--- src/design/qbus_pkg.sv ---
/*
 * Q-bus panel subsystem definitions
 * Bus widths, address map, reply timeout, panel FSM state codes,
 * seven-segment pattern type and the two-view bus word
 */
`default_nettype none

package qbus_pkg;

   localparam int DATA_W        = 16;                  // Bus word width
   localparam int ADDR_W        = 8;                   // Byte address from the switches
   localparam int RAM_WORDS     = 64;                  // RAM depth in words
   localparam int RAM_IDX_W     = $clog2(RAM_WORDS);   // Word index width
   localparam int REPLY_TIMEOUT = 16;                  // Cycles to wait for RPLY
   localparam int TMO_W         = $clog2(REPLY_TIMEOUT);

   // Display register, word access to 0x80 or 0x81
   localparam logic [ADDR_W-1:0] DISP_ADDR = 8'h80;

   localparam logic [2:0] ST_IDLE = 3'd0;              // Waiting for a press
   localparam logic [2:0] ST_ADDR = 3'd1;              // SYNC low, address on bus
   localparam logic [2:0] ST_STRB = 3'd2;              // DIN or DOUT just asserted
   localparam logic [2:0] ST_WAIT = 3'd3;              // Waiting for RPLY
   localparam logic [2:0] ST_FIN  = 3'd4;              // Capture and release

   // Active low, bits 6..0 are g..a, bit 7 is the decimal point
   typedef logic [7:0] seg_t;

   // One bus word, read as an address or as data
   typedef union packed {
      struct packed {
         logic [DATA_W-ADDR_W-1:0] unused;             // Upper byte, zero from panel
         logic                     io;                 // I/O page bit
         logic [RAM_IDX_W-1:0]     index;              // Word index
         logic                     byte_bit;           // Odd byte select
      } addr;
      logic [DATA_W-1:0] data;                         // Plain data word
   } qbus_word_u;

endpackage

`default_nettype wire

--- src/design/de0.sv ---
/*
 * DE0 board top
 * Panel master on the buttons and switches, RAM and display slaves
 * on a shared Q-bus. Replies are wired-AND, read data is ORed
 */
`timescale 1ns/1ps
`default_nettype none

module de0 (
   input  wire             de0_clock_50,             // 50 MHz board clock
   input  wire             arst_n,                   // Async reset, active low
   input  wire  [2:0]      de0_button,               // Push buttons, active low
   input  wire  [9:0]      de0_sw,                   // Toggle switches
   output qbus_pkg::seg_t  de0_hex0,                 // Seven-segment digit 0
   output qbus_pkg::seg_t  de0_hex1,                 // Seven-segment digit 1
   output qbus_pkg::seg_t  de0_hex2,                 // Seven-segment digit 2
   output qbus_pkg::seg_t  de0_hex3,                 // Seven-segment digit 3
   output wire  [9:0]      de0_led                   // Green LEDs
);
   import qbus_pkg::*;

   wire              clk50;
   wire [DATA_W-1:0] ad_n;                           // Inverted address/data
   wire              sync_n;
   wire              din_n;
   wire              dout_n;
   wire              wtbt_n;
   wire              rply_n;                         // Combined reply
   wire [DATA_W-1:0] rdata;                          // Combined read data
   wire              ram_rply_n;
   wire [DATA_W-1:0] ram_rdata;
   wire              disp_rply_n;
   wire [DATA_W-1:0] disp_rdata;

   assign clk50  = de0_clock_50;
   assign rply_n = ram_rply_n & disp_rply_n;         // Any slave may pull low
   assign rdata  = ram_rdata | disp_rdata;           // Idle slaves drive zero

   qbus_panel_master panel (
      .clk50   (clk50),
      .arst_n  (arst_n),
      .button  (de0_button),
      .sw      (de0_sw),
      .rply_n  (rply_n),
      .rdata   (rdata),
      .ad_n    (ad_n),
      .sync_n  (sync_n),
      .din_n   (din_n),
      .dout_n  (dout_n),
      .wtbt_n  (wtbt_n),
      .led     (de0_led)
   );

   qbus_ram ram (
      .clk50   (clk50),
      .arst_n  (arst_n),
      .ad_n    (ad_n),
      .sync_n  (sync_n),
      .din_n   (din_n),
      .dout_n  (dout_n),
      .wtbt_n  (wtbt_n),
      .rply_n  (ram_rply_n),
      .rdata   (ram_rdata)
   );

   qbus_display display (
      .clk50   (clk50),
      .arst_n  (arst_n),
      .ad_n    (ad_n),
      .sync_n  (sync_n),
      .din_n   (din_n),
      .dout_n  (dout_n),
      .wtbt_n  (wtbt_n),
      .rply_n  (disp_rply_n),
      .rdata   (disp_rdata),
      .hex0    (de0_hex0),
      .hex1    (de0_hex1),
      .hex2    (de0_hex2),
      .hex3    (de0_hex3)
   );

endmodule

`default_nettype wire

--- src/design/qbus_display.sv ---
/*
 * Q-bus display register slave
 * One 16-bit register at DISP_ADDR, written by word or byte and
 * read back as a word. Each nibble drives one seven-segment digit
 */
`timescale 1ns/1ps
`default_nettype none

module qbus_display (
   input  wire                         clk50,        // 50 MHz system clock
   input  wire                         arst_n,       // Async reset, active low
   input  wire  [qbus_pkg::DATA_W-1:0] ad_n,         // Inverted address/data
   input  wire                         sync_n,       // Address strobe
   input  wire                         din_n,        // Read strobe
   input  wire                         dout_n,       // Write strobe
   input  wire                         wtbt_n,       // Byte write in data phase
   output logic                        rply_n,       // Reply to master
   output logic [qbus_pkg::DATA_W-1:0] rdata,        // Read data, zero when idle
   output qbus_pkg::seg_t              hex0,         // Digit 0, low nibble
   output qbus_pkg::seg_t              hex1,         // Digit 1
   output qbus_pkg::seg_t              hex2,         // Digit 2
   output qbus_pkg::seg_t              hex3          // Digit 3, high nibble
);
   import qbus_pkg::*;

   qbus_word_u        bus_word;                      // True-polarity bus word
   logic              sync_q;                        // SYNC one cycle ago
   logic              sel;                           // Addressed in this cycle
   logic              lane;                          // Latched byte bit
   logic              wr_en;
   logic [DATA_W-1:0] disp_reg;                      // Value on the digits

   // Hex glyphs, active low with the decimal point dark
   function automatic seg_t hex_glyph(input logic [3:0] nib);
      case (nib)
         4'h0: hex_glyph = 8'hC0;
         4'h1: hex_glyph = 8'hF9;
         4'h2: hex_glyph = 8'hA4;
         4'h3: hex_glyph = 8'hB0;
         4'h4: hex_glyph = 8'h99;
         4'h5: hex_glyph = 8'h92;
         4'h6: hex_glyph = 8'h82;
         4'h7: hex_glyph = 8'hF8;
         4'h8: hex_glyph = 8'h80;
         4'h9: hex_glyph = 8'h90;
         4'hA: hex_glyph = 8'h88;
         4'hB: hex_glyph = 8'h83;                    // Lower case b
         4'hC: hex_glyph = 8'hC6;
         4'hD: hex_glyph = 8'hA1;                    // Lower case d
         4'hE: hex_glyph = 8'h86;
         default: hex_glyph = 8'h8E;                 // F
      endcase
   endfunction

   assign bus_word.data = ~ad_n;

   // Select latched on SYNC falling edge, byte bit ignored for the match
   always_ff @(posedge clk50 or negedge arst_n) begin
      if (!arst_n) begin
         sync_q <= 1'b1;
         sel    <= 1'b0;
         lane   <= 1'b0;
      end else begin
         sync_q <= sync_n;
         if (sync_q && !sync_n) begin
            sel  <= ({bus_word.addr.io, bus_word.addr.index} == DISP_ADDR[ADDR_W-1:1]);
            lane <= bus_word.addr.byte_bit;
         end else if (sync_n) begin
            sel <= 1'b0;
         end
      end
   end

   assign wr_en = sel && !dout_n && rply_n;

   // Register, reply and read data
   always_ff @(posedge clk50 or negedge arst_n) begin
      if (!arst_n) begin
         disp_reg <= '0;                             // Digits show 0000
         rply_n   <= 1'b1;
         rdata    <= '0;
      end else if (wr_en) begin
         if (wtbt_n || !lane)
            disp_reg[7:0]  <= bus_word.data[7:0];
         if (wtbt_n || lane)
            disp_reg[15:8] <= bus_word.data[15:8];
         rply_n <= 1'b0;
      end else if (sel && !din_n && rply_n) begin
         rply_n <= 1'b0;
         rdata  <= disp_reg;
      end else if (din_n && dout_n) begin
         rply_n <= 1'b1;                             // Strobe gone, release
         rdata  <= '0;
      end
   end

   assign hex0 = hex_glyph(disp_reg[3:0]);
   assign hex1 = hex_glyph(disp_reg[7:4]);
   assign hex2 = hex_glyph(disp_reg[11:8]);
   assign hex3 = hex_glyph(disp_reg[15:12]);

endmodule

`default_nettype wire

--- src/design/qbus_panel_master.sv ---
/*
 * Front-panel bus master
 * Synchronizes the push buttons and turns presses into Q-bus cycles:
 * button 0 latches the address, button 1 writes a byte or word,
 * button 2 reads a word. A missing RPLY ends the cycle with an error
 */
`timescale 1ns/1ps
`default_nettype none

module qbus_panel_master (
   input  wire                         clk50,        // 50 MHz system clock
   input  wire                         arst_n,       // Async reset, active low
   input  wire  [2:0]                  button,       // Push buttons, active low
   input  wire  [9:0]                  sw,           // Toggle switches
   input  wire                         rply_n,       // Combined slave reply
   input  wire  [qbus_pkg::DATA_W-1:0] rdata,        // Combined read data
   output logic [qbus_pkg::DATA_W-1:0] ad_n,         // Inverted address/data
   output logic                        sync_n,       // Address strobe
   output logic                        din_n,        // Read strobe
   output logic                        dout_n,       // Write strobe
   output logic                        wtbt_n,       // Write/byte status
   output logic [9:0]                  led           // Error, busy, read byte
);
   import qbus_pkg::*;

   logic [2:0]        btn_s1;                        // First sync stage
   logic [2:0]        btn_s2;                        // Second sync stage
   logic [2:0]        btn_s3;                        // Previous synced level
   logic [2:0]        press;                         // One-cycle press pulses
   logic [2:0]        state;
   logic [ADDR_W-1:0] addr;                          // Latched byte address
   logic              is_wr;                         // Current cycle is a write
   logic              byte_wr;                       // Byte write, from sw[9]
   logic [DATA_W-1:0] wr_word;                       // Write data, lanes placed
   logic [DATA_W-1:0] rd_word;                       // Last word read
   logic [TMO_W-1:0]  tmo_cnt;                       // Reply wait counter
   logic              error;                         // Reply timeout seen
   logic              busy;
   logic              start;                         // Bus cycle starts

   // Two-flop synchronizer plus edge history
   always_ff @(posedge clk50 or negedge arst_n) begin
      if (!arst_n) begin
         btn_s1 <= '1;                               // Buttons idle high
         btn_s2 <= '1;
         btn_s3 <= '1;
      end else begin
         btn_s1 <= button;
         btn_s2 <= btn_s1;
         btn_s3 <= btn_s2;
      end
   end

   assign press = btn_s3 & ~btn_s2;                  // Falling edge = press
   assign busy  = (state != ST_IDLE);
   assign start = (state == ST_IDLE) && !press[0] && (press[1] || press[2]);

   // Write data is placed on its lanes when the cycle starts
   always_ff @(posedge clk50) begin
      if (start) begin
         byte_wr <= ~sw[9];
         if (sw[9])
            wr_word <= {sw[7:0], sw[7:0]};           // Word, byte in both lanes
         else if (addr[0])
            wr_word <= {sw[7:0], 8'h00};             // Odd byte lane
         else
            wr_word <= {8'h00, sw[7:0]};             // Even byte lane
      end
   end

   // Bus cycle sequencer
   always_ff @(posedge clk50 or negedge arst_n) begin
      if (!arst_n) begin
         state   <= ST_IDLE;
         ad_n    <= '1;                              // Released bus reads as ones
         sync_n  <= 1'b1;
         din_n   <= 1'b1;
         dout_n  <= 1'b1;
         wtbt_n  <= 1'b1;
         addr    <= '0;
         is_wr   <= 1'b0;
         rd_word <= '0;
         tmo_cnt <= '0;
         error   <= 1'b0;
      end else begin
         case (state)
            ST_IDLE: begin
               if (press[0]) begin
                  addr  <= sw[ADDR_W-1:0];           // No bus cycle, one busy cycle
                  state <= ST_FIN;
               end else if (start) begin
                  error  <= 1'b0;                    // Cleared by the new cycle
                  is_wr  <= press[1];
                  ad_n   <= ~{{(DATA_W-ADDR_W){1'b0}}, addr};
                  sync_n <= 1'b0;
                  wtbt_n <= ~press[1];               // Low in address phase on write
                  state  <= ST_ADDR;
               end
            end
            ST_ADDR: begin
               tmo_cnt <= '0;
               if (is_wr) begin
                  ad_n   <= ~wr_word;
                  dout_n <= 1'b0;
                  wtbt_n <= ~byte_wr;                // Low in data phase on byte write
               end else begin
                  ad_n   <= '1;                      // Bus free for the slave
                  din_n  <= 1'b0;
                  wtbt_n <= 1'b1;
               end
               state <= ST_STRB;
            end
            ST_STRB: begin
               tmo_cnt <= tmo_cnt + 1'b1;            // Slave sees strobe here
               state   <= ST_WAIT;
            end
            ST_WAIT: begin
               if (!rply_n) begin
                  state <= ST_FIN;
               end else if (tmo_cnt == TMO_W'(REPLY_TIMEOUT - 1)) begin
                  error <= 1'b1;                     // Nobody answered
                  state <= ST_FIN;
               end else begin
                  tmo_cnt <= tmo_cnt + 1'b1;
               end
            end
            ST_FIN: begin
               if (!din_n && !rply_n)
                  rd_word <= rdata;                  // Slave holds data until DIN rises
               ad_n   <= '1;
               sync_n <= 1'b1;
               din_n  <= 1'b1;
               dout_n <= 1'b1;
               wtbt_n <= 1'b1;
               state  <= ST_IDLE;
            end
            default: state <= ST_IDLE;
         endcase
      end
   end

   assign led[7:0] = addr[0] ? rd_word[15:8] : rd_word[7:0];   // Byte at address
   assign led[8]   = busy;
   assign led[9]   = error;

endmodule

`default_nettype wire

--- src/design/qbus_ram.sv ---
/*
 * Q-bus RAM slave
 * 64 words, answers any address with the I/O bit clear.
 * Word writes, byte-lane writes under WTBT, word reads
 */
`timescale 1ns/1ps
`default_nettype none

module qbus_ram (
   input  wire                         clk50,        // 50 MHz system clock
   input  wire                         arst_n,       // Async reset, active low
   input  wire  [qbus_pkg::DATA_W-1:0] ad_n,         // Inverted address/data
   input  wire                         sync_n,       // Address strobe
   input  wire                         din_n,        // Read strobe
   input  wire                         dout_n,       // Write strobe
   input  wire                         wtbt_n,       // Byte write in data phase
   output logic                        rply_n,       // Reply to master
   output logic [qbus_pkg::DATA_W-1:0] rdata         // Read data, zero when idle
);
   import qbus_pkg::*;

   qbus_word_u           bus_word;                   // True-polarity bus word
   logic [DATA_W-1:0]    mem [RAM_WORDS];
   logic                 sync_q;                     // SYNC one cycle ago
   logic                 sel;                        // Addressed in this cycle
   logic [RAM_IDX_W-1:0] index;                      // Latched word index
   logic                 lane;                       // Latched byte bit
   logic                 wr_en;

   assign bus_word.data = ~ad_n;

   // Address decode on the falling edge of SYNC
   always_ff @(posedge clk50 or negedge arst_n) begin
      if (!arst_n) begin
         sync_q <= 1'b1;
         sel    <= 1'b0;
         index  <= '0;
         lane   <= 1'b0;
      end else begin
         sync_q <= sync_n;
         if (sync_q && !sync_n) begin
            sel   <= ~bus_word.addr.io;              // Low half of the map
            index <= bus_word.addr.index;
            lane  <= bus_word.addr.byte_bit;
         end else if (sync_n) begin
            sel <= 1'b0;                             // Cycle over
         end
      end
   end

   assign wr_en = sel && !dout_n && rply_n;          // Once per DOUT

   always_ff @(posedge clk50) begin
      if (wr_en) begin
         if (wtbt_n || !lane)
            mem[index][7:0]  <= bus_word.data[7:0];
         if (wtbt_n || lane)
            mem[index][15:8] <= bus_word.data[15:8];
      end
   end

   // Reply one cycle after the strobe, drop it when the strobe goes high
   always_ff @(posedge clk50 or negedge arst_n) begin
      if (!arst_n) begin
         rply_n <= 1'b1;
         rdata  <= '0;
      end else if (sel && !din_n && rply_n) begin
         rply_n <= 1'b0;
         rdata  <= mem[index];                       // Data valid with RPLY
      end else if (wr_en) begin
         rply_n <= 1'b0;
      end else if (din_n && dout_n) begin
         rply_n <= 1'b1;
         rdata  <= '0;
      end
   end

endmodule

`default_nettype wire
--- config.mk ---
export PLATFORM = sky130hd
export DESIGN_NAME = de0
export DESIGN_NICKNAME = d
export VERILOG_FILES = /design/src/design/qbus_pkg.sv /design/src/design/de0.sv /design/src/design/qbus_display.sv /design/src/design/qbus_panel_master.sv /design/src/design/qbus_ram.sv
export SDC_FILE = /design/constraint.sdc
export NUM_CORES = 1
export LEC_CHECK = 0
export ABC_CLOCK_PERIOD_IN_PS = 2500
export CORE_AREA = 8 8 294 296
export DETAILED_ROUTE_END_ITERATION = 8
export DIE_AREA = 0 0 302 304
export DONT_BUFFER_PORTS = 1
export PLACE_DENSITY = 0.83
export SLEW_MARGIN = 40
export SYNTH_ARGS = -nofsm -noshare
export SYNTH_HDL_FRONTEND = slang
export SYNTH_SLANG_ARGS = --single-unit
--- constraint.sdc ---
create_clock -name de0_clock_50 -period 2.5 [get_ports de0_clock_50]
set_clock_uncertainty 0.15 [all_clocks]
set_input_delay 0 -clock de0_clock_50 [delete_from_list [all_inputs] [get_ports de0_clock_50]]
set_output_delay 0 -clock de0_clock_50 [all_outputs]
set_load 0.02 [all_outputs]
# Word level (Yosys, flattened, before mapping)
# Memories as Yosys holds them, arrays and structs flattened.
# Cells that the tools add are included.
# op_classes
n_addsub	1
n_eq_ne	16
mux	47
bitwise_logic	13
reduce_logical	48
# op_table
cell	count
16-bit two-way mux	9
16-bit one-hot mux with 3 select lines	1
16-bit inverter	2
1-bit two-way mux	23
2-bit AND reduction	9
8-bit inverter with 16-bit output	1
16-bit OR	1
3-bit nonzero test	5
1-bit logical AND	13
3-bit two-way mux	4
3-bit one-hot mux with 4 select lines	1
4-bit one-hot mux with 3 select lines	1
3-bit AND reduction	4
2-bit nonzero test	6
4-bit two-way mux	2
8-bit two-way mux	1
2-bit by 1-bit != test with 1-bit output (second input constant)	4
2-bit != test (second input constant)	4
1-bit one-hot mux with 2 select lines	4
7-bit == test (second input constant)	1
3-bit by 2-bit == test with 1-bit output (second input constant)	2
1-bit zero test	6
1-bit inverter	6
5-bit AND reduction	1
other kinds (12)	14
# totals
ff_bits	139
ramBits	1024
romBits	448
wordCells	157
mem_count	5
# mem_list
memory	words	width	read_ports	rd_clocked_by_memory_dff	wr	line_no	text
ram.mem	64	16	1	0	1	qbus_ram.sv:23	logic [DATA_W-1:0] mem [RAM_WORDS];
(no name shown)	16	7	1	0	0	qbus_display.sv:35	case (nib)
(no name shown)	16	7	1	0	0	qbus_display.sv:35	
(no name shown)	16	7	1	0	0	qbus_display.sv:35	
(no name shown)	16	7	1	0	0	qbus_display.sv:35	

# Logic depth before layout (Yosys ltp)
# depth
ltp_word	8
ltp_mapped	10
depth_no_buf	7

# By module
# From an unflattened synthesis, not the netlist that was laid out.
# unflattened
cells_unflattened	2990
hier_area_um2	46898.7
# by_module_without_submodules
mod	n_inst	cells_per_inst	area_per_inst_um2
qbus_ram	1	2494	41011.8
qbus_panel_master	1	251	3373.2
qbus_display	1	228	2407.3
de0	1	17	106.4

# Worst setup path before layout
# OpenSTA, ideal clock, no wires.
# synth_timing
path_kind	flip-flop to flip-flop
startpoint	reg ram.index[4]
endpoint	mem ram.mem[16][10] (enable)
arrival_time_ns	1.950
t_required_ns	1.979
path_slack_ns	0.029
stages_incl_launch_ff	7
path_buffers	3
cell_sequence	dfrtp_1 buf_2 buf_2 nor3b_1 clkbuf_1 nand2_1 nor2_1
# synth_lines
item	line_no	text
start: declaration	qbus_ram.sv:26	logic [RAM_IDX_W-1:0] index;
start signal: assignment	qbus_ram.sv:43	index <= bus_word.addr.index;
end: declaration	qbus_ram.sv:23	
# Straight into the memory's write port.

# Final worst setup path
# layout_timing
startpoint	reg ram.index[0]
endpoint	reg ram.rdata[9] (netlist name)
# layout_via
elab_chain_cells	2
# layout_lines
item	line_no	text
memory read 64 x 16 bit	n/a	
16-bit two-way mux	qbus_ram.sv:67	end else if (sel && !din_n && rply_n) begin
end signal: assignment	qbus_ram.sv:69	rdata <= mem[index];
end: declaration	qbus_ram.sv:18	output logic [qbus_pkg::DATA_W-1:0] rdata
# Every way passes these cells.
# A chain may end at the register's enable or synchronous reset.

==> impl_metrics.tcl <==
set metrics [dict create \
    max_flop_register "ram.mem" \
    synth_compound_area_share_pct 8.683 \
    synth-xor-area-share_pct 0.01904 \
    synth.area.top_cells "edfxtp_1 68%, dfrtp_1 4.9%, mux4_2 4.9%" \
    cp.required_ns 2.87 \
    synthAdderAreaFrac_pct 0.6799 \
    holdWs_ns -1.132 \
    grt_max_degree 123 \
    fill_cells 4690 \
    drt.antenna.violating_nets 0 \
    finalPower_uw 63680 \
    seq_area_sq_um 34360 \
    place_hpwl_mm 74.69 \
    syn_to_final_growth_pct 19.32 \
    worst_slew_pin_slew_ns 0.8820 \
    cap_violations 0 \
    insertion_delay_ns 0.68 \
    synthMuxAreaShare_pct 9.078 \
    pin_count 57 \
    rsz0062_at_grt "true" \
    path_clk_slew_ns 0.07 \
    ys.flop_type "edfxtp_1" \
    r2r_start "ram.index[0]$_DFFE_PN0P_" \
    fmax_mhz 355.0 \
    place_inst 3941 \
    die_h_microns 304 \
    cts_tree "built" \
    clock-root-buffer "clkbuf_16" \
    yosys_warnings 0 \
    timing.slew.headroom_pct 41.20 \
    final_core_utilization_pct 67.29 \
    post-route-min-period_ns 2.817 \
    netlist.area_leader.share_pct 67.94 \
    overflow 0 \
    ys_seq_area_share_pct 74.67 \
    drc 0 \
    start_util_pct 56.39 \
    async_flop_share_pct 10.49 \
    multiInputGateArea_sq_um 11220 \
    synth_top_cell_by_area "edfxtp_1" \
    setup_viol 102 \
    grt.total_usage_pct 26.25 \
    power_density_nw_per_um2 1160 \
    largest_reg_flops 1024 \
    final_nets 3093 \
    rows 105 \
    p_leak_uw 0.01882 \
    cts_sinks 1163 \
    grt_pass1_vias 28310 \
    cts_buffer_depth 3 \
    min_period_over_period_pct 112.7 \
    cp-start-kind "flop" \
    globalplace.congestion 0.9735 \
    grt_antenna_before_repair 3 \
    syn_inst 2699 \
    synth_top_family_by_area "multiplexers" \
    hold_viol 122 \
    dr.pass1.iters 8 \
    drive_above_1_share_pct 27.10 \
    fin_ws_ns -0.3170 \
    grt_first_pass_wirelength_mm 181.2 \
    ir_drop_uv 923.2 \
    drt-total-wl_mm 127.3 \
    r2r_slack_ns -0.32 \
    synthSimpleGateAreaFrac_pct 4.653 \
    crit_path_end_kind "flop" \
    drt_iter0_drc 4474 \
    netlist_area_sq_um 46010 \
    worst-path-max-fanout 8 \
    worst-setup-path-type "reg2reg" \
    status "finished, violations left" \
    dr_total_vias 28880 \
    synth.distinct_cells 66 \
    viasPerCell 6.848 \
    avgSynthCellArea_sq_um 17.05 \
    hold_path.class "in2async" \
    crit_start "ram.index[0]$_DFFE_PN0P_" \
    avgRoutedWirePerCell_microns 30.18 \
    die_area_sq_um 91810 \
    cts_max_level 3 \
    report.final.slew_viol_count 0 \
    synth_most_common_cell "edfxtp_1" \
    ys_top_cells_by_count "1041 x edfxtp_1, 201 x nor2_1, 172 x mux2i_1, 100 x mux4_2, 100 x o22ai_1" \
    core-area_sq_um 81580 \
    synth-seq-cells 1163 \
    violations "hold timing, setup timing" \
    crit_arrival_ns 3.18 \
    cts_hold_buf 24 \
    numCtsBuffers 106 \
    floorplan.die.width_microns 302 \
    portBuffers 0 \
    synth_edf_count 1041 \
    fin_cells 4217 \
]
-- worst paths after layout --
kind | cells after the start | to
worst max-delay path | 7 | ram.rdata[9]$_DFFE_PN0P_
worst min-delay path | 0 | display.disp_reg[10]$_DFFE_PN0P_
worst max register to register | 7 | ram.rdata[9]$_DFFE_PN0P_
worst min register to register | 0 | panel.btn_s2[1]$_DFF_PN1_
max in group asynchronous | 0 | panel.ad_n[3]$_DFFE_PN1P_
min in group de0_clock_50 | 2 | panel.wr_word[0]$_DFFE_PP_
-- cell type report --
class | instances | area share, %
Sequential cell | 1163 | 62.60
Multi-Input combinational cell | 1321 | 20.43
Timing Repair Buffer | 418 | 7.496
Clock buffer | 144 | 5.495
Tap cell | 1070 | 2.439
Clock inverter | 55 | 1.192
Inverter | 43 | 0.3350
Antenna cell | 3 | 0.01367
-- per-layer routing --
| layer | routed length [microns] | global-route usage (%) | vias to the layer above |
|---|---|---|---|
| met5 | 21 | 0 | - |
| met4 | 7066 | 12.90 | 4 |
| met3 | 16360 | 6.641 | 515 |
| met2 | 61010 | 42.46 | 2518 |
| met1 | 42820 | 33.03 | 14320 |
| li1 | - | - | 11520 |
-- logic make-up (layout without fill, tap and decap cells) --
| family | Yosys count | after routing |
|---|---|---|
| other | 1 | 7 |
| AO/OA/AOI/OAI | 555 | 555 |
| multiplexers | 290 | 290 |
| XOR/XNOR | 1 | 1 |
| buffers and inverters | 218 | 660 |
| AND/OR/NAND/NOR | 446 | 446 |
| flip-flops | 1163 | 1163 |
| adder cells (fa/ha/maj) | 25 | 25 |
-- metrics by stage --
step | setup WS (ns) | setup TNS (ns) | area (sq um) | hold WS [ns]
CTS | -0.2127 | -1.830 | 54280 | -1.160
floorplan | 0.02926 | 0 | 46020 | -0.4456
global route | -0.3097 | -5.690 | 54890 | -1.150
finish | -0.3170 | -4.530 | 54900 | -1.132
global placement | -0.3383 | -9.902 | 49580 | -0.4400
detailed placement | -0.5290 | -14.20 | 49610 | -0.4398
-- report_power, final --
part           leakage (uW)  switching [uW]  internal [uW]
clock               0.00179            7140           9830
combinational       0.00604           13100           8440
sequential           0.0110             907          24200
-- layout by cell type, fill, tap and decap left out, types with 58 or more instances in the layout --
cell type | synthesis | final
nand2_1 | 99 | 86
a221o_1 | 58 | 58
mux4_2 | 100 | 100
edfxtp_1 | 1041 | 1041
o21ai_0 | 80 | 69
mux2i_1 | 172 | 172
nor2_1 | 201 | 174
buf_4 | 17 | 291
clkbuf_16 | 0 | 115
a22oi_1 | 85 | 68
o22ai_1 | 100 | 92
dfrtp_1 | 90 | 87
-- worst max-delay path, cell delays in order, from the launching register on --
cell and delay [ns]:
dfrtp_4 0.52, buf_12 0.17, mux4_2 0.52, a22oi_2 0.21, o211ai_1 0.26, nor4_1 0.43, and4b_1 0.28, o21ai_0 0.10
-- what timing repair did --
action,in CTS,in global routing
endpoints found under the setup margin,178,496
gates cloned,4,3
gates resized for setup,106,99
pin swaps,28,24
hold endpoints to repair,150,122
setup buffers,23,22
Note: power is estimated with default switching activity, not from simulation.
